### src/common/ksBus_consts.svh
////////////////////////////////////////////////////////////////////////////
// Bus words use [0:35] numbering, so bit 0 is the MSB and bit 35 the LSB
// The memory index is taken from the low KS_MEM_AW address bits only
////////////////////////////////////////////////////////////////////////////

`ifndef KSBUS_CONSTS_SVH
`define KSBUS_CONSTS_SVH

// Bus word
`define KS_WIDTH      36

// Address control bits
`define KS_WRITE_BIT  3              // Set for a write cycle
`define KS_IO_BIT     4              // Set for I/O space, clear for memory

// Adapter number field in I/O addresses, 0 is the console
`define KS_UBA_MSB    14
`define KS_UBA_LSB    17

// Register select inside an adapter
`define KS_REG_MSB    34
`define KS_REG_LSB    35

// Memory size
`define KS_MEM_AW     10
`define KS_MEM_DEPTH  (1 << `KS_MEM_AW)

`endif

### src/common/ksBusPkg.sv
////////////////////////////////////////////////////////////////////////////
// Shared bus types, word width comes from ksBus_consts.svh
////////////////////////////////////////////////////////////////////////////

`include "ksBus_consts.svh"

package ksBusPkg;

   // One bus word, big-endian numbering as on the KS10 backplane
   typedef logic [0:`KS_WIDTH-1] ksWord_t;

   // Bus cycle type, decoded from the address write bit
   typedef enum logic
   {
      opRead,
      opWrite
   } busOp_t;

   // Memory controller states
   typedef enum logic [1:0]
   {
      memIdle,                       // Waiting for a memory cycle
      memWait,                       // Single wait state
      memAck,                        // Ack high, write committed here
      memRecover                     // Lets the master drop its request
   } memState_t;

   // Adapter DMA engine states
   typedef enum logic [1:0]
   {
      ubaIdle,
      ubaDma,                        // DMA write request on the bus
      ubaDone                        // One cycle, busy clears
   } ubaState_t;

endpackage

### src/uba/ubaBridge.sv
////////////////////////////////////////////////////////////////////////////
// Registers: 0 data, 1 DMA address, 2 status with busy in bit 35
// A DMA address write while busy is ignored, one DMA word per start
////////////////////////////////////////////////////////////////////////////

`include "ksBus_consts.svh"

module ubaBridge
   import ksBusPkg::*;
#(
   parameter int ubaNum = 1          // Adapter number in the I/O field
)
(
   input  logic    clk,
   input  logic    reset,
   input  logic    ubaReq,           // Slave request from the arbiter
   input  ksWord_t arbAddr,
   input  ksWord_t ubaData,          // Slave write data
   output logic    slvAck,           // Slave acknowledge
   output ksWord_t slvRdata,         // Slave read data
   output logic    dmaReq,           // DMA master request
   output ksWord_t dmaAddr,
   output ksWord_t dmaWdata,
   input  logic    dmaAck            // DMA acknowledge from the arbiter
);

   localparam int              ubaW   = `KS_UBA_LSB - `KS_UBA_MSB + 1;
   localparam logic [0:ubaW-1] ubaSel = ubaW'(ubaNum);

   ksWord_t    dataReg;
   ksWord_t    dmaAddrReg;
   ksWord_t    statusWord;
   logic       busy;
   logic       slvIdle;              // Dead cycle after each ack
   logic       hit;
   logic       wrStrobe;
   logic [0:1] regSel;
   busOp_t     op;
   ubaState_t  state;

   assign hit = ubaReq && arbAddr[`KS_IO_BIT]
                && (arbAddr[`KS_UBA_MSB:`KS_UBA_LSB] == ubaSel);
   assign regSel     = arbAddr[`KS_REG_MSB:`KS_REG_LSB];
   assign op         = arbAddr[`KS_WRITE_BIT] ? opWrite : opRead;
   assign wrStrobe   = slvAck && hit && (op == opWrite);  // Commit in ack cycle
   assign statusWord = {{(`KS_WIDTH-1){1'b0}}, busy};

   ////////////////////////////////////////////////////////////////////////////
   // Slave handshake
   ////////////////////////////////////////////////////////////////////////////

   always_ff @(posedge clk)
   begin
      if (reset)
      begin
         slvAck  <= 1'b0;
         slvIdle <= 1'b0;
      end
      else if (slvAck)
      begin
         slvAck  <= 1'b0;
         slvIdle <= 1'b1;
      end
      else if (slvIdle)
         slvIdle <= 1'b0;
      else if (hit)
         slvAck <= 1'b1;                     // One cycle after the request
   end

   always_ff @(posedge clk)
   begin
      if (hit && !slvAck && !slvIdle)
      begin
         case (regSel)
            2'd0:    slvRdata <= dataReg;
            2'd1:    slvRdata <= dmaAddrReg;
            2'd2:    slvRdata <= statusWord;
            default: slvRdata <= '0;         // Unused offset
         endcase
      end
   end

   ////////////////////////////////////////////////////////////////////////////
   // Registers and DMA engine
   ////////////////////////////////////////////////////////////////////////////

   always_ff @(posedge clk)
   begin
      if (reset)
      begin
         dataReg    <= '0;
         dmaAddrReg <= '0;
         busy       <= 1'b0;
         state      <= ubaIdle;
      end
      else
      begin
         if (wrStrobe && (regSel == 2'd0))
            dataReg <= ubaData;
         case (state)
            ubaIdle:
               if (wrStrobe && (regSel == 2'd1))
               begin
                  dmaAddrReg <= ubaData;
                  busy       <= 1'b1;
                  state      <= ubaDma;      // Request goes out next cycle
               end
            ubaDma:
               if (dmaAck)
                  state <= ubaDone;
            ubaDone:
            begin
               busy  <= 1'b0;
               state <= ubaIdle;
            end
            default:
               state <= ubaIdle;
         endcase
      end
   end

   // Memory write at the DMA address
   always_comb
   begin
      dmaAddr                = dmaAddrReg;
      dmaAddr[`KS_WRITE_BIT] = 1'b1;
      dmaAddr[`KS_IO_BIT]    = 1'b0;
   end

   assign dmaReq   = (state == ubaDma);
   assign dmaWdata = dataReg;

endmodule

### config.mk
export PLATFORM = sky130hd
export DESIGN_NAME = ubaBridge
export DESIGN_NICKNAME = d
export VERILOG_FILES = /design/src/common/ksBusPkg.sv /design/src/uba/ubaBridge.sv
export VERILOG_INCLUDE_DIRS = /design/src /design/src/common
export SDC_FILE = /design/constraint.sdc
export NUM_CORES = 1
export LEC_CHECK = 0
export BUFFER_PORTS_ARGS = -buffer_cell sky130_fd_sc_hd__buf_4
export CAP_MARGIN = 15
export CORE_MARGIN = 4
export CORE_UTILIZATION = 40
export DETAILED_ROUTE_END_ITERATION = 7
export GPL_ROUTABILITY_DRIVEN = 0
export PLACE_DENSITY = 0.63
export SYNTH_ARGS = -nofsm -noshare
export SYNTH_HDL_FRONTEND = slang
export SYNTH_SLANG_ARGS = --single-unit
### constraint.sdc
create_clock -name clk -period 6.7 [get_ports clk]
set_clock_uncertainty 0.2 [all_clocks]
set_input_delay 0.67 -clock clk [delete_from_list [all_inputs] [get_ports clk]]
set_output_delay 0.67 -clock clk [all_outputs]
set_load 0.02 [all_outputs]
After elaboration in Yosys (flattened, before gate mapping)
Cells that the tools add are included.
Widths: inputs -> output; s select.
{ "word_totals": {"inputBits": 76, "ff_bits": 113} }
{ "op_classes": {"muxes": 9, "reduce_logical": 17, "n_eq_ne": 7} }
{ "op_table": {"columns": ["operator", "n"], "rows": [
  ["$pmux 36 s3", 1],
  ["$logic_and 1x1->1", 8],
  ["$reduce_and 2->1", 3],
  ["$eq 2x1->1 const B", 2],
  ["$eq 2x2->1 const B", 2],
  ["$eq 4x1->1 const B", 1],
  ["$logic_not 2->1", 2],
  ["$mux 1", 4],
  ["$mux 2", 2],
  ["$pmux 2 s2", 1],
  ["$reduce_or 3->1", 1],
  ["$logic_not 1->1", 2],
  ["$ne 2x1->1 const B", 1],
  ["$ne 2x2->1 const B", 1],
  ["$pmux 1 s2", 1],
  ["$reduce_bool 2->1", 1]
]} }

Depth between registers and ports, before layout
{ "logic_depth": {"word_depth": 7, "ltp_mapped": 6} }

Least setup slack after synthesis
No wires, ideal clock.
{ "synth_timing": {"path_kind": "input -> register", "from": "input port arbAddr[19]", "to": "register slvRdata[0] (enable)", "t_arrival_ps": 4900, "stages": 3, "setup_ps": 521, "setup_slack_ps": 1079, "t_required_ps": 5979, "cell_sequence": "or4b_1 -> clkbuf_1 -> nor4_1"} }
{ "synth_between": {"elab_chain_cells": 4} }
{ "synth_rtl": {"columns": ["item", "line_no", "text"], "rows": [
  ["from (decl)", "ubaBridge.sv:17", "input ksWord_t arbAddr,"],
  ["$eq 4x1->1", "ubaBridge.sv:42", "&& (arbAddr[`KS_UBA_MSB:`KS_UBA_LSB] == ubaSel);"],
  ["$logic_and 1x1->1", "ubaBridge.sv:41", "assign hit = ubaReq && arbAddr[`KS_IO_BIT]"],
  ["$logic_and 1x1->1 (2 in a row)", "ubaBridge.sv:72", "if (hit && !slvAck && !slvIdle)"],
  ["to (signal assigned)", "ubaBridge.sv:75", "2'd0: slvRdata <= dataReg;"],
  ["to (signal assigned)", "ubaBridge.sv:76", "2'd1: slvRdata <= dmaAddrReg;"],
  ["to (signal assigned)", "ubaBridge.sv:77", "2'd2: slvRdata <= statusWord;"],
  ["to (decl)", "ubaBridge.sv:20", "output ksWord_t slvRdata,"]
]} }
Every way passes these cells.
A chain may end at the register's enable or synchronous reset.

Worst setup path after layout
{ "layout_timing": {"from": "input port arbAddr[19]", "to": "register dmaAddrReg[31]"} }
{ "layout_between": {"elab_chain_cells": 6} }
{ "layout_rtl": {"columns": ["item", "line_no", "text"], "rows": [
  ["$eq 4x1->1", "ubaBridge.sv:42", null],
  ["$logic_and 1x1->1", "ubaBridge.sv:41", null],
  ["$logic_and 1x1->1 (2 in a row)", "ubaBridge.sv:45", "assign wrStrobe = slvAck && hit && (op == opWrite);"],
  ["$logic_and 1x1->1", "ubaBridge.sv:102", "if (wrStrobe && (regSel == 2'd1))"],
  ["$reduce_and 2->1 (no source line)", null, null],
  ["to (signal assigned)", "ubaBridge.sv:104", "dmaAddrReg <= ubaData;"],
  ["to (decl)", "ubaBridge.sv:31", "ksWord_t dmaAddrReg;"]
]} }
Every way passes these cells.

==> flow_summary.json <==
{
  "netlist_area_um2": 5280,
  "use_met2_pct": 30.3,
  "r2r-start": "slvAck",
  "num_io_pins": 186,
  "grt.busiest_layer": "met2",
  "r2r_end": "dmaAddrReg[31]",
  "cts-root-buf": "clkbuf_16",
  "totalPowerFinal_mw": 1.66,
  "layout_commonest_cell": "buf_4",
  "core.rowCount": 41,
  "h-tree-depth": 4,
  "grt_max_degree": 114,
  "cts_tree": "done",
  "slew_viol_final": 0,
  "syn2layout_area_growth_pct": 29.5,
  "period_share_pct": 53.0,
  "grt_pass1_vias": 4121,
  "path_depth": 5,
  "drt_first_pass_iters": 4,
  "final_layout_size_suffix_gt1_share_pct": 32.0,
  "grt_pass1_wl_um": 21900,
  "r2r_slack_ns": 4.00,
  "start_util_pct": 41.3,
  "gr-usage-met1_pct": 24.3,
  "drc": 0,
  "crit_chain": "buf_4 -> or4b_2 -> or4_2 -> buf_4 -> mux2i_1",
  "tns_ns": 0,
  "crit_path_start_kind": "primary input",
  "grtUsageTotal_pct": 18.8,
  "dp_hpwl_um": 8470,
  "fmax_mhz": 282,
  "cts_buffers": 17,
  "cts_hold_buf": 0,
  "arrival_ns": 3.61,
  "cts_setup_buffers": 0,
  "maxSlewHeadroom_pct": 28.3,
  "synthDistinctLibCells": 28,
  "layout.cells.most_common_list": "buf_4 (161), dfxtp_1 (77), nand2b_1 (73)",
  "die_area_um2": 15100,
  "hold_depth": 2,
  "avgSynthCellArea_um2": 10.4,
  "min_path_type": "flop to flop",
  "tightest_slew_ns": 1.08,
  "avgViaCountPerCell": 5.35,
  "crit_start": "arbAddr[19]",
  "wl_per_cell_um": 18.1,
  "synth-seq-cells": 113,
  "grtUsageMet3_pct": 5.90,
  "cts_num_sinks": 113,
  "crit_slowest_cell": "or4b_2",
  "cpMostUsedCell": "buf_4",
  "cp_num_buf_inv": 2,
  "timing.final.hold_violations": 0,
  "max_stage_delay_ns": 1.12,
  "fin_hold_ws_ns": 0.278,
  "vdd_drop_max_mv": 0.114,
  "cts.clk_slew.worst_paths_ns": 0.05,
  "grt.overflow.total": 0,
  "leakagePower_nw": 2.84,
  "vias": 4208,
  "final_nets": 678,
  "fp.dieW_um": 123,
  "syn-num-nets": 585,
  "maxCapViolations": 0,
  "yosys_warnings": 0,
  "rsz0062_at_grt": "false",
  "clk_latency_ns": 0.40,
  "cts_resized": 0,
  "synthDominantCellAreaShare_pct": 29.2,
  "num_antenna_cells": 0,
  "finalSetupViolCount": 0,
  "cp.required_ns": 6.76,
  "period_needed_ns": 3.55,
  "die_h_um": 123,
  "antenna_found_initial": 0,
  "min_to": "dmaWdata[31]",
  "yosys-top-cells-area": "dfxtp_1 (29%), edfxtp_1 (20%), mux2i_1 (14%), nand2b_1 (8.7%), o41ai_1 (6.0%)",
  "ys_seq_area_share_pct": 49.7,
  "rr_worst_depth": 5,
  "ant_nets": 0,
  "hold_start": "dmaWdata[31]",
  "synth_cells": 509,
  "status": "finished clean",
  "port_buffers": 155,
  "end_kind": "flop",
  "p_per_area_nw_per_um2": 243,
  "critPathKind": "primary input to flop",
  "synth_top_area_cell": "dfxtp_1",
  "cp_max_fo": 38,
  "initialDrtViolationCount": 330,
  "cts.path.max_buffers": 2,
  "core_area_um2": 12800,
  "critPathTopFamily": "simple AND/OR/NAND/NOR gates",
  "drt-total-wl_um": 14300
}
per-layer routing:
layer	share of wire, %	up-vias
li1	-	1994
met1	42	2059
met2	49	146
met3	7.5	9
met4	0.74	0
met5	0	-
sequential cells by signal, summed over array words and instances (netlist names):
name        cells
dmaAddrReg     36
dmaWdata       36
slvRdata       36
state           2
busy            1
slvAck          1
slvIdle         1
cells by family (layout without fill, tap and decap cells):
group | count (synthesis) | count (layout) | synth area share [%]
compound gates | 76 | 76 | 9.79
buf+inv | 88 | 194 | 9.27
flops | 113 | 113 | 49.7
mux | 72 | 72 | 13.7
other cells | 2 | 2 | 0.142
simple gates | 158 | 158 | 17.4
cells in the mapped netlist:
cell type,number
o21ai_0,1
buf_2,1
or4_1,1
nor4_1,1
buf_6,3
nor4b_2,1
or4b_1,1
clkbuf_1,43
dfxtp_1,77
nand2_1,2
nor2b_1,3
nor4bb_1,1
nand4_1,36
nand3b_1,1
nand2b_1,73
conb_1,2
mux2i_1,72
o22ai_1,1
o41ai_1,36
buf_4,36
or3b_2,1
and3b_1,1
buf_1,4
a21oi_1,38
edfxtp_1,36
and2_1,1
nor2_1,35
inv_1,1
stage by stage:
stage                     util (%)  cells  cell area (um2)  worst slack [ns]
after floorplan                  -    509             5280              1.08
after global placement        48.9    755             6250              2.74
after detailed placement      48.9    755             6250              2.74
after CTS                     53.5    787             6830              3.17
after global routing          53.5    787             6830              3.08
final                         53.5    787             6830              3.15
worst max-delay path by stage:
stage	endpoint
2_1_floorplan	slvRdata[0]
3_3_place_gp	dmaAddrReg[27]
3_5_place_dp	dmaAddrReg[34]
4_1_cts	dmaAddrReg[31]
5_1_grt	dmaAddrReg[32]
6_report	dmaAddrReg[31]
power breakdown:
group          total, mW  switching (mW)  internal, mW
clock              0.867           0.291         0.576
sequential         0.706        0.000639         0.706
combinational     0.0886          0.0523        0.0363
worst register-to-register path: cells and delay by family (launching register included):
kind / cells / cell delay [ns]
buf+inv: 2 / 0.70
simple gates: 2 / 1.05
mux: 1 / 0.18
flops: 1 / 0.43
layout make-up:
type	count	area (um2)
repair buffers	161	1210
multi-input cells	308	2200
flip-flops and latches	113	2620
clock inverters	5	48.8
inverters	1	3.75
clock buffers	27	533
fillers	1142	5940
well taps	172	215
No activity file was read; power rests on OpenSTA's default activity.
