### config.mk
export PLATFORM = sky130hd
export DESIGN_NAME = busArb
export DESIGN_NICKNAME = d
export VERILOG_FILES = /design/src/common/ksBusPkg.sv /design/src/arb/busArb.sv
export VERILOG_INCLUDE_DIRS = /design/src /design/src/common
export SDC_FILE = /design/constraint.sdc
export NUM_CORES = 1
export LEC_CHECK = 0
export BUFFER_PORTS_ARGS = -buffer_cell sky130_fd_sc_hd__buf_2
export CORE_AREA = 2 2 241 243
export DETAILED_ROUTE_END_ITERATION = 8
export DIE_AREA = 0 0 243 245
export PLACE_DENSITY = 0.33
export SYNTH_ARGS = -nofsm -noshare
export SYNTH_HDL_FRONTEND = slang
export SYNTH_SLANG_ARGS = --single-unit
### constraint.sdc
create_clock -name vclk -period 3.8
set_input_delay 0.19 -clock vclk [all_inputs]
set_output_delay 0.19 -clock vclk [all_outputs]
set_load 0.01 [all_outputs]
### src/common/ksBus_consts.svh
////////////////////////////////////////////////////////////////////////////
// Bus words use [0:35] numbering, so bit 0 is the MSB and bit 35 the LSB
// The memory index is taken from the low KS_MEM_AW address bits only
////////////////////////////////////////////////////////////////////////////

`ifndef KSBUS_CONSTS_SVH
`define KSBUS_CONSTS_SVH

// Bus word
`define KS_WIDTH      36

// Address control bits
`define KS_WRITE_BIT  3              // Set for a write cycle
`define KS_IO_BIT     4              // Set for I/O space, clear for memory

// Adapter number field in I/O addresses, 0 is the console
`define KS_UBA_MSB    14
`define KS_UBA_LSB    17

// Register select inside an adapter
`define KS_REG_MSB    34
`define KS_REG_LSB    35

// Memory size
`define KS_MEM_AW     10
`define KS_MEM_DEPTH  (1 << `KS_MEM_AW)

`endif

### src/common/ksBusPkg.sv
////////////////////////////////////////////////////////////////////////////
// Shared bus types, word width comes from ksBus_consts.svh
////////////////////////////////////////////////////////////////////////////

`include "ksBus_consts.svh"

package ksBusPkg;

   // One bus word, big-endian numbering as on the KS10 backplane
   typedef logic [0:`KS_WIDTH-1] ksWord_t;

   // Bus cycle type, decoded from the address write bit
   typedef enum logic
   {
      opRead,
      opWrite
   } busOp_t;

   // Memory controller states
   typedef enum logic [1:0]
   {
      memIdle,                       // Waiting for a memory cycle
      memWait,                       // Single wait state
      memAck,                        // Ack high, write committed here
      memRecover                     // Lets the master drop its request
   } memState_t;

   // Adapter DMA engine states
   typedef enum logic [1:0]
   {
      ubaIdle,
      ubaDma,                        // DMA write request on the bus
      ubaDone                        // One cycle, busy clears
   } ubaState_t;

endpackage

### src/arb/busArb.sv
////////////////////////////////////////////////////////////////////////////
// Purely combinational, a request is routed in the same cycle it appears
// Priority is fixed, an adapter master can reach memory only
////////////////////////////////////////////////////////////////////////////

module busArb
   import ksBusPkg::*;
(
   // CPU master
   input  logic    cpuReq,           // CPU bus request
   output logic    cpuAck,           // CPU bus acknowledge
   input  ksWord_t cpuAddr,          // CPU address
   input  ksWord_t cpuWdata,         // CPU write data
   output ksWord_t cpuRdata,         // CPU read data
   // Console, master and slave
   input  logic    cslReqIn,         // Console bus request
   output logic    cslAckOut,        // Console bus acknowledge
   input  ksWord_t cslAddr,          // Console address
   input  ksWord_t cslWdata,         // Console write data
   output ksWord_t cslRdata,         // Console read data, or CPU write data
   output logic    cslReqOut,        // Request to the console slave
   input  logic    cslAckIn,         // Console slave acknowledge
   input  ksWord_t cslSlaveData,     // Console slave read data
   // Unibus adapter 1
   input  logic    uba1Req,          // DMA request
   output logic    uba1Ack,          // DMA acknowledge
   input  ksWord_t uba1Addr,
   input  ksWord_t uba1Wdata,
   input  logic    uba1AckIn,        // Slave acknowledge
   input  ksWord_t uba1Rdata,        // Slave read data
   // Unibus adapter 3
   input  logic    uba3Req,
   output logic    uba3Ack,
   input  ksWord_t uba3Addr,
   input  ksWord_t uba3Wdata,
   input  logic    uba3AckIn,
   input  ksWord_t uba3Rdata,
   // Adapter slave side
   output logic    ubaReq,           // Request to both adapters
   output ksWord_t ubaData,          // Write data, or DMA read data
   // Memory
   output logic    memReq,
   input  logic    memAck,
   input  ksWord_t memRdata,
   output ksWord_t memData,
   // Shared address
   output ksWord_t arbAddr
);

   always_comb
   begin
      // Nothing granted, data parked at zero
      cpuAck    = 1'b0;
      cpuRdata  = '0;
      cslAckOut = 1'b0;
      cslRdata  = '0;
      cslReqOut = 1'b0;
      uba1Ack   = 1'b0;
      uba3Ack   = 1'b0;
      ubaReq    = 1'b0;
      ubaData   = '0;
      memReq    = 1'b0;
      memData   = '0;
      arbAddr   = '0;

      /////////////////////////////////////////////////////////////////////////
      // Console, highest priority
      /////////////////////////////////////////////////////////////////////////
      if (cslReqIn)
      begin
         memReq  = 1'b1;                     // Memory or adapters
         ubaReq  = 1'b1;
         arbAddr = cslAddr;
         memData = cslWdata;
         ubaData = cslWdata;
         if (memAck)
         begin
            cslAckOut = 1'b1;
            cslRdata  = memRdata;
         end
         else if (uba1AckIn)
         begin
            cslAckOut = 1'b1;
            cslRdata  = uba1Rdata;
         end
         else if (uba3AckIn)
         begin
            cslAckOut = 1'b1;
            cslRdata  = uba3Rdata;
         end
      end

      /////////////////////////////////////////////////////////////////////////
      // Adapter DMA, memory only
      /////////////////////////////////////////////////////////////////////////
      else if (uba1Req)
      begin
         memReq  = 1'b1;
         arbAddr = uba1Addr;
         memData = uba1Wdata;
         if (memAck)
         begin
            uba1Ack = 1'b1;
            ubaData = memRdata;              // DMA read data path
         end
      end
      else if (uba3Req)
      begin
         memReq  = 1'b1;
         arbAddr = uba3Addr;
         memData = uba3Wdata;
         if (memAck)
         begin
            uba3Ack = 1'b1;
            ubaData = memRdata;
         end
      end

      /////////////////////////////////////////////////////////////////////////
      // CPU, lowest priority, can also reach the console
      /////////////////////////////////////////////////////////////////////////
      else if (cpuReq)
      begin
         memReq    = 1'b1;
         ubaReq    = 1'b1;
         cslReqOut = 1'b1;
         arbAddr   = cpuAddr;
         memData   = cpuWdata;
         ubaData   = cpuWdata;
         cslRdata  = cpuWdata;               // Write data into console space
         if (memAck)
         begin
            cpuAck   = 1'b1;
            cpuRdata = memRdata;
         end
         else if (uba1AckIn)
         begin
            cpuAck   = 1'b1;
            cpuRdata = uba1Rdata;
         end
         else if (uba3AckIn)
         begin
            cpuAck   = 1'b1;
            cpuRdata = uba3Rdata;
         end
         else if (cslAckIn)
         begin
            cpuAck   = 1'b1;
            cpuRdata = cslSlaveData;
         end
      end
   end

endmodule

# After elaboration in Yosys (flattened, before gate mapping)
# Cells that the tools add are included.
[totals] wordCells=52 out_inout_bits=187 reg_bits=0 in_bits=440
[classes] mux=52
[op_table] cell="two-way mux 36 bit" n=26
[op_table] cell="two-way mux 1 bit" n=26

# Longest topological paths before layout
# Gate-level depths: netlist (run 1).
[depth] ltp_word=8 mapped_depth=8 mapped_depth_nobuf=5

# Least setup slack after synthesis (run 1)
# No wires, ideal clock.
[synth_timing] path_type="in2out" start="input port uba1Req" end="output port cpuRdata[10]" n_path_buf=3 t_arrival_ps=1366 required_time_ps=3610 path_stages=8 slack_ps=2244 path_cell_list="buf_2 > nor3b_4 > nand2_2 > inv_2 > and3_1 > buf_4 > buf_6 > a32o_1"
[synth_via] elab_chain_len=2
[synth_lines] element="start: declaration" line="busArb.sv:25" text="input logic uba1Req,"
[synth_lines] element="two-way mux 36 bit" line="busArb.sv:96" text="else if (uba1Req)"
[synth_lines] element="two-way mux 36 bit" line="busArb.sv:69" text="if (cslReqIn)"
[synth_lines] element="end: declaration" line="busArb.sv:14" text="output ksWord_t cpuRdata,"
# Every way passes these cells.

# Worst setup path after layout (run 1)
[layout_timing] start="input port uba1AckIn" end="output port cpuRdata[19]"
[layout_via] elab_chain_len=6
[layout_lines] element="start: declaration" line="busArb.sv:29" text="input logic uba1AckIn,"
[layout_lines] element="two-way mux 36 bit" line="busArb.sv:136" text="else if (uba1AckIn)"
[layout_lines] element="two-way mux 36 bit" line="busArb.sv:131" text="if (memAck)"
[layout_lines] element="two-way mux 36 bit" line="busArb.sv:122" text="else if (cpuReq)"
[layout_lines] element="two-way mux 36 bit" line="busArb.sv:107" text="else if (uba3Req)"
[layout_lines] element="two-way mux 36 bit" line="busArb.sv:96"
[layout_lines] element="two-way mux 36 bit" line="busArb.sv:69"
# Every way passes these cells.

==> results.json, run 1 <==
{
  "die-height_um": 245,
  "holdPathStages": 4,
  "worstPathCellList": "buf_2, nor3_1, and3_2, a32o_1, buf_2",
  "flops_and_latches": 0,
  "ys_seq_area_share_pct": 0,
  "criticalPathCategory": "primary input to primary output",
  "worst-path-max-fanout": 39,
  "power_per_cell_area_nw_per_um2": 125,
  "syn-mean-instance-area_um2": 6.50,
  "timing.critical_path.from_type": "primary input",
  "wl_per_cell_um": 21.1,
  "postSynthNetCount": 1054,
  "min_to": "arbAddr[27]",
  "netlist_instances": 614,
  "fillerInstances": 6796,
  "detailedRoute.firstPassIterationCount": 5,
  "grt_first_pass_wirelength_um": 55100,
  "status": "finished clean",
  "top_cell_type_by_total_area_after_synthesis": "sky130_fd_sc_hd__a32o_1",
  "finalCriticalPeriod_ps": 2650,
  "final_layout_size_suffix_gt1_share_pct": 55.6,
  "pin_count": 627,
  "global_route_total_usage_across_every_layer_pct": 12.5,
  "end_kind": "primary output",
  "drt.antenna.violating_nets": 0,
  "critical_path.max_stage_delay_ps": 980,
  "postRouteWirelength_um": 41000,
  "p_switching_uw": 559,
  "numPortBuffers": 627,
  "post_cts_hold_buffer_count": 0,
  "worst_slew_pin_slew_ps": 1100,
  "grt_start_max_net_pins": 106,
  "max_slew_margin_pct": 26.5,
  "crit_required_ps": 3610,
  "grt_overflow": 0,
  "timing.final.max_slew_violations": 0,
  "num-nets-final": 1610,
  "post_synth_num_cell_types": 31,
  "cellLeakagePower_nw": 3.81,
  "setup_total_negative_slack_ps": 0,
  "achievable-frequency_mhz": 378,
  "hp-class": "primary input to primary output",
  "cap_viol_max_count": 0,
  "sequential_cell_area_um2": 0,
  "critical-path-slowest-cell": "sky130_fd_sc_hd__and3_2",
  "cts_setup_buffers": 0,
  "areaGrowthSynthToFinish_pct": 97.6,
  "power.clock.fraction_pct": 0,
  "mappedNetlistArea_um2": 3990,
  "synth_warnings": 0,
  "core_um2": 57000,
  "yosys-top-cells-count": "97 x sky130_fd_sc_hd__nand2_1, 70 x sky130_fd_sc_hd__a32o_1, 60 x sky130_fd_sc_hd__clkbuf_1",
  "num_rows": 88,
  "dr.first_iter.drc_count": 470,
  "first_global_vias": 7917,
  "post-route-period-util_pct": 69.7,
  "synth_most_common_cell": "sky130_fd_sc_hd__nand2_1",
  "routed_via_density": 4.17,
  "dominant_cell_type_by_count_on_the_critical_path": "sky130_fd_sc_hd__buf_2",
  "clkbuf_count": 0,
  "sw_frac_of_total_pct": 56.9,
  "worst_hold_startpoint": "cslAddr[27]",
  "cp.arrival_ps": 2460,
  "yosys-top-cells-area": "sky130_fd_sc_hd__a32o_1 18%, sky130_fd_sc_hd__a221oi_1 11%, sky130_fd_sc_hd__o31ai_1 9.4%",
  "unrepaired_setup_endpoints_after_global_routing": "no",
  "setup_violations": 0,
  "initial_core_util_pct": 7.00,
  "detail_route.drc_violations": 0,
  "vias": 8095,
  "initial_antenna_violation_count": 11,
  "post-synth-top-area-fraction_pct": 17.5,
  "finalHoldViolations": 0,
  "dieArea_um2": 59500,
  "place_congestion": 0.955,
  "dp_hpwl_um": 34100,
  "place_inst": 1933,
  "power.combinational.fraction_pct": 100.0,
  "die-width_um": 243,
  "peakVddDrop_mv": 0.0658,
  "instances_no_fill": 1941,
  "post_cts.resized_instances": 0,
  "seq_power_share_pct": 0,
  "internal_uw": 423
}
==> layout by cell type, fill, tap and decap left out <==
cell,count
sky130_fd_sc_hd__or2_1,1
sky130_fd_sc_hd__nor3_1,1
sky130_fd_sc_hd__buf_6,1
sky130_fd_sc_hd__and2_1,2
sky130_fd_sc_hd__inv_2,1
sky130_fd_sc_hd__or3_1,1
sky130_fd_sc_hd__o21a_1,1
sky130_fd_sc_hd__nand2_1,97
sky130_fd_sc_hd__a32oi_1,14
sky130_fd_sc_hd__nor2b_4,3
sky130_fd_sc_hd__o31ai_1,50
sky130_fd_sc_hd__nor2b_2,1
sky130_fd_sc_hd__nor2b_1,51
sky130_fd_sc_hd__buf_2,624
sky130_fd_sc_hd__nand2b_1,36
sky130_fd_sc_hd__a21oi_1,40
sky130_fd_sc_hd__buf_4,12
sky130_fd_sc_hd__a32o_1,70
sky130_fd_sc_hd__clkinv_2,1
sky130_fd_sc_hd__a221o_1,35
sky130_fd_sc_hd__nor2_1,15
sky130_fd_sc_hd__diode_2,8
sky130_fd_sc_hd__buf_12,2
sky130_fd_sc_hd__a22oi_1,22
sky130_fd_sc_hd__o22ai_1,1
sky130_fd_sc_hd__or2_2,1
sky130_fd_sc_hd__o2111ai_1,1
sky130_fd_sc_hd__nor3b_4,1
sky130_fd_sc_hd__a221oi_1,51
sky130_fd_sc_hd__o211ai_1,9
sky130_fd_sc_hd__inv_1,2
sky130_fd_sc_hd__o21ai_1,1
sky130_fd_sc_hd__and3_2,1
sky130_fd_sc_hd__nand3_1,18
sky130_fd_sc_hd__nand2_2,1
==> how the worst max path moves through the flow <==
stage	from	to	slack [ps]	cells past startpoint
floorplan	uba1Req	cpuRdata[10]	2240	8
CTS	uba1AckIn	cpuRdata[19]	1200	5
detailed placement	uba1AckIn	cpuRdata[19]	1210	5
finish	uba1AckIn	cpuRdata[19]	1150	5
global placement	uba1AckIn	cpuRdata[31]	1290	5
global route	uba1AckIn	cpuRdata[19]	1040	5
==> worst max-delay path: cells and delay by family <==
| family | cells | cell delay (ps) |
|---|---|---|
| AOI/OAI and AO/OA | 1 | 250 |
| and+or+nand+nor | 2 | 1420 |
| buffers and inverters | 2 | 580 |
==> power groups by stage <==
stage	sequential (mW)	combinational, mW	clock [mW]
finish	0	0.983	0.000000282
global route	0	1.06	0.000000212
CTS	0	0.994	0
detailed placement	0	0.989	0
global placement	0	0.993	0
floorplan	0	0.424	0
==> area by class of cell <==
cell class | count | area [um2] | area share [%]
Inverter | 4 | 16.3 | 0.206
Tap cell | 765 | 957 | 12.1
Antenna cell | 8 | 20.0 | 0.254
Multi-Input combinational cell | 525 | 3630 | 46.0
Timing Repair Buffer | 639 | 3260 | 41.4
==> kinds of logic (layout without fill, tap and decap cells) <==
| group | Yosys count | count (layout) | share of synthesized area [%] |
|---|---|---|---|
| other | 0 | 8 | 0 |
| AO/OA/AOI/OAI | 295 | 295 | 61.5 |
| buffers and inverters | 89 | 643 | 9.75 |
| AND/OR/NAND/NOR | 230 | 230 | 28.7 |
==> layer usage <==
metal / global-route usage, % / vias up / share of wire (%)
met3: 1.61 / 52 / 6.6
met4: 3.64 / 2 / 3.0
met2: 21.4 / 510 / 47
li1: - / 3623 / -
met5: 0 / - / 0.032
met1: 16.3 / 3908 / 43
==> stage by stage <==
| step | utilization [%] | hold slack, ps | cell area (um2) | setup WS (ps) | total power [mW] |
|---|---|---|---|---|---|
| after global placement | 13.8 | 670 | 7870 | 1290 | 0.993 |
| after detailed placement | 13.8 | 670 | 7870 | 1210 | 0.989 |
| after floorplan | - | 495 | 3990 | 2240 | 0.424 |
| after CTS | 13.8 | 671 | 7870 | 1200 | 0.994 |
| after global routing | 13.8 | 693 | 7880 | 1040 | 1.06 |
| final | 13.8 | 668 | 7890 | 1150 | 0.983 |
No activity file was read; power rests on OpenSTA's default activity.
==> run 2, diff against run 1 <==
--- a/config.mk
+++ b/config.mk
@@ -7,9 +7,9 @@
 export NUM_CORES = 1
 export LEC_CHECK = 0
 export BUFFER_PORTS_ARGS = -buffer_cell sky130_fd_sc_hd__buf_2
-export CORE_AREA = 2 2 241 243
+export CORE_AREA = 2 2 245 247
 export DETAILED_ROUTE_END_ITERATION = 8
-export DIE_AREA = 0 0 243 245
+export DIE_AREA = 0 0 247 249
 export PLACE_DENSITY = 0.33
 export SYNTH_ARGS = -nofsm -noshare
 export SYNTH_HDL_FRONTEND = slang
==> constraint.sdc (replaced) <==
create_clock -name vclk -period 2.6
set_input_delay 0.13 -clock vclk [all_inputs]
set_output_delay 0.13 -clock vclk [all_outputs]
set_load 0.01 [all_outputs]
==> results.json, run 2 (synthesized netlist as in run 1, its figures left out) <==
{
  "worst_slew_pin_slew_ps": 711,
  "detail_route.drc_violations": 0,
  "grt_overflow": 0,
  "sw_frac_of_total_pct": 56.4,
  "p_switching_uw": 823,
  "wl_per_cell_um": 22.9,
  "end_kind": "primary output",
  "dr.first_iter.drc_count": 512,
  "areaGrowthSynthToFinish_pct": 101,
  "clkbuf_count": 0,
  "postRouteWirelength_um": 44600,
  "cellLeakagePower_nw": 3.88,
  "timing.critical_path.from_type": "primary input",
  "num-nets-final": 1618,
  "post-route-period-util_pct": 81.9,
  "initial_core_util_pct": 6.80,
  "post-route-util_pct": 13.7,
  "first_global_vias": 8038,
  "finalHoldViolations": 0,
  "routed_via_density": 4.17,
  "grt_start_max_net_pins": 96,
  "area_occupied_by_multi_input_gates_um2": 3630,
  "sequential_cell_area_um2": 0,
  "numPortBuffers": 627,
  "power.clock.fraction_pct": 0,
  "cp.arrival_ps": 2000,
  "layout.cells.most_common": "sky130_fd_sc_hd__buf_2",
  "num_rows": 89,
  "cts_setup_buffers": 0,
  "post_cts.resized_instances": 0,
  "unrepaired_setup_endpoints_after_global_routing": "no",
  "setup_total_negative_slack_ps": 0,
  "instances_no_fill": 1951,
  "timing.final.max_slew_violations": 0,
  "status": "finished clean",
  "dp_hpwl_um": 37100,
  "power_per_cell_area_nw_per_um2": 181,
  "final_layout_size_suffix_gt1_share_pct": 55.9,
  "setup_violations": 0,
  "die-width_um": 247,
  "finalCriticalPeriod_ps": 2130,
  "internal_uw": 635,
  "peakVddDrop_mv": 0.0640,
  "core_um2": 58700,
  "drt.antenna.violating_nets": 0,
  "initial_antenna_violation_count": 19,
  "post_cts_hold_buffer_count": 0,
  "global_route_total_usage_across_every_layer_pct": 13.2,
  "grt_first_pass_wirelength_um": 59100,
  "max_slew_margin_pct": 52.5,
  "flops_and_latches": 0,
  "criticalPathCategory": "primary input to primary output",
  "cap_viol_max_count": 0,
  "detailedRoute.firstPassIterationCount": 5,
  "hp-class": "primary input to primary output",
  "achievable-frequency_mhz": 470,
  "crit_required_ps": 2470,
  "dieArea_um2": 61500,
  "layout.cells.most_common_list": "624 x sky130_fd_sc_hd__buf_2, 97 x sky130_fd_sc_hd__nand2_1, 70 x sky130_fd_sc_hd__a32o_1",
  "dpl-instance-area_um2": 8030,
  "worst-path-max-fanout": 27,
  "power.combinational.fraction_pct": 100.0,
  "pin_count": 627,
  "post-route-cell-area_um2": 8040,
  "place_congestion": 0.860,
  "seq_power_share_pct": 0,
  "fillerInstances": 6932,
  "die-height_um": 249,
  "place_inst": 1949,
  "vias": 8138
}
==> run 2: cell types whose count changed in the layout (fill, tap and decap cells not counted), sizes merged <==
cell,delta
buf,+8
diode,-6
==> run 2: power groups by stage <==
stage                     Combinational (mW)  Sequential (mW)    Clock, mW
after floorplan                        0.619                0            0
after global placement                  1.48                0            0
after detailed placement                1.47                0            0
after CTS                               1.48                0            0
after global routing                    1.57                0  0.000000103
final                                   1.46                0  0.000000103
==> run 2: path summary, 6_finish.rpt <==
path	startpoint	endpoint	slack, ps	cells after the start
worst min-delay path	cslAddr[20]	arbAddr[20]	550	4
worst max-delay path	cpuReq	arbAddr[21]	470	6
==> run 2: per-stage QoR <==
stage,power [mW],setup slack [ps],hold WS (ps)
2_1_floorplan,0.619,1160,375
3_3_place_gp,1.48,427,550
3_5_place_dp,1.47,430,553
4_1_cts,1.48,422,555
5_1_grt,1.57,360,569
6_report,1.46,470,553
==> run 2: critical path, cell delays in order <==
cell and delay [ps]:
sky130_fd_sc_hd__buf_2 170, sky130_fd_sc_hd__nor2b_4 630, sky130_fd_sc_hd__buf_12 260, sky130_fd_sc_hd__a221oi_1 100, sky130_fd_sc_hd__o31ai_1 460, sky130_fd_sc_hd__buf_2 220
==> run 2: final cells by class <==
type / count / share of cell area (%)
Tap cell: 773 / 12.0
Timing Repair Buffer: 647 / 42.5
Inverter: 4 / 0.202
Antenna cell: 2 / 0.0623
Multi-Input combinational cell: 525 / 45.2
==> run 2: per-layer routing <==
metal  global-route usage, %  up-vias  part of all wire, %
li1                        -     3633                    -
met3                    2.85       79                  9.2
met5                       0        -                 0.14
met2                    23.0      589                   47
met1                    16.5     3827                   41
met4                    2.70       10                  2.6
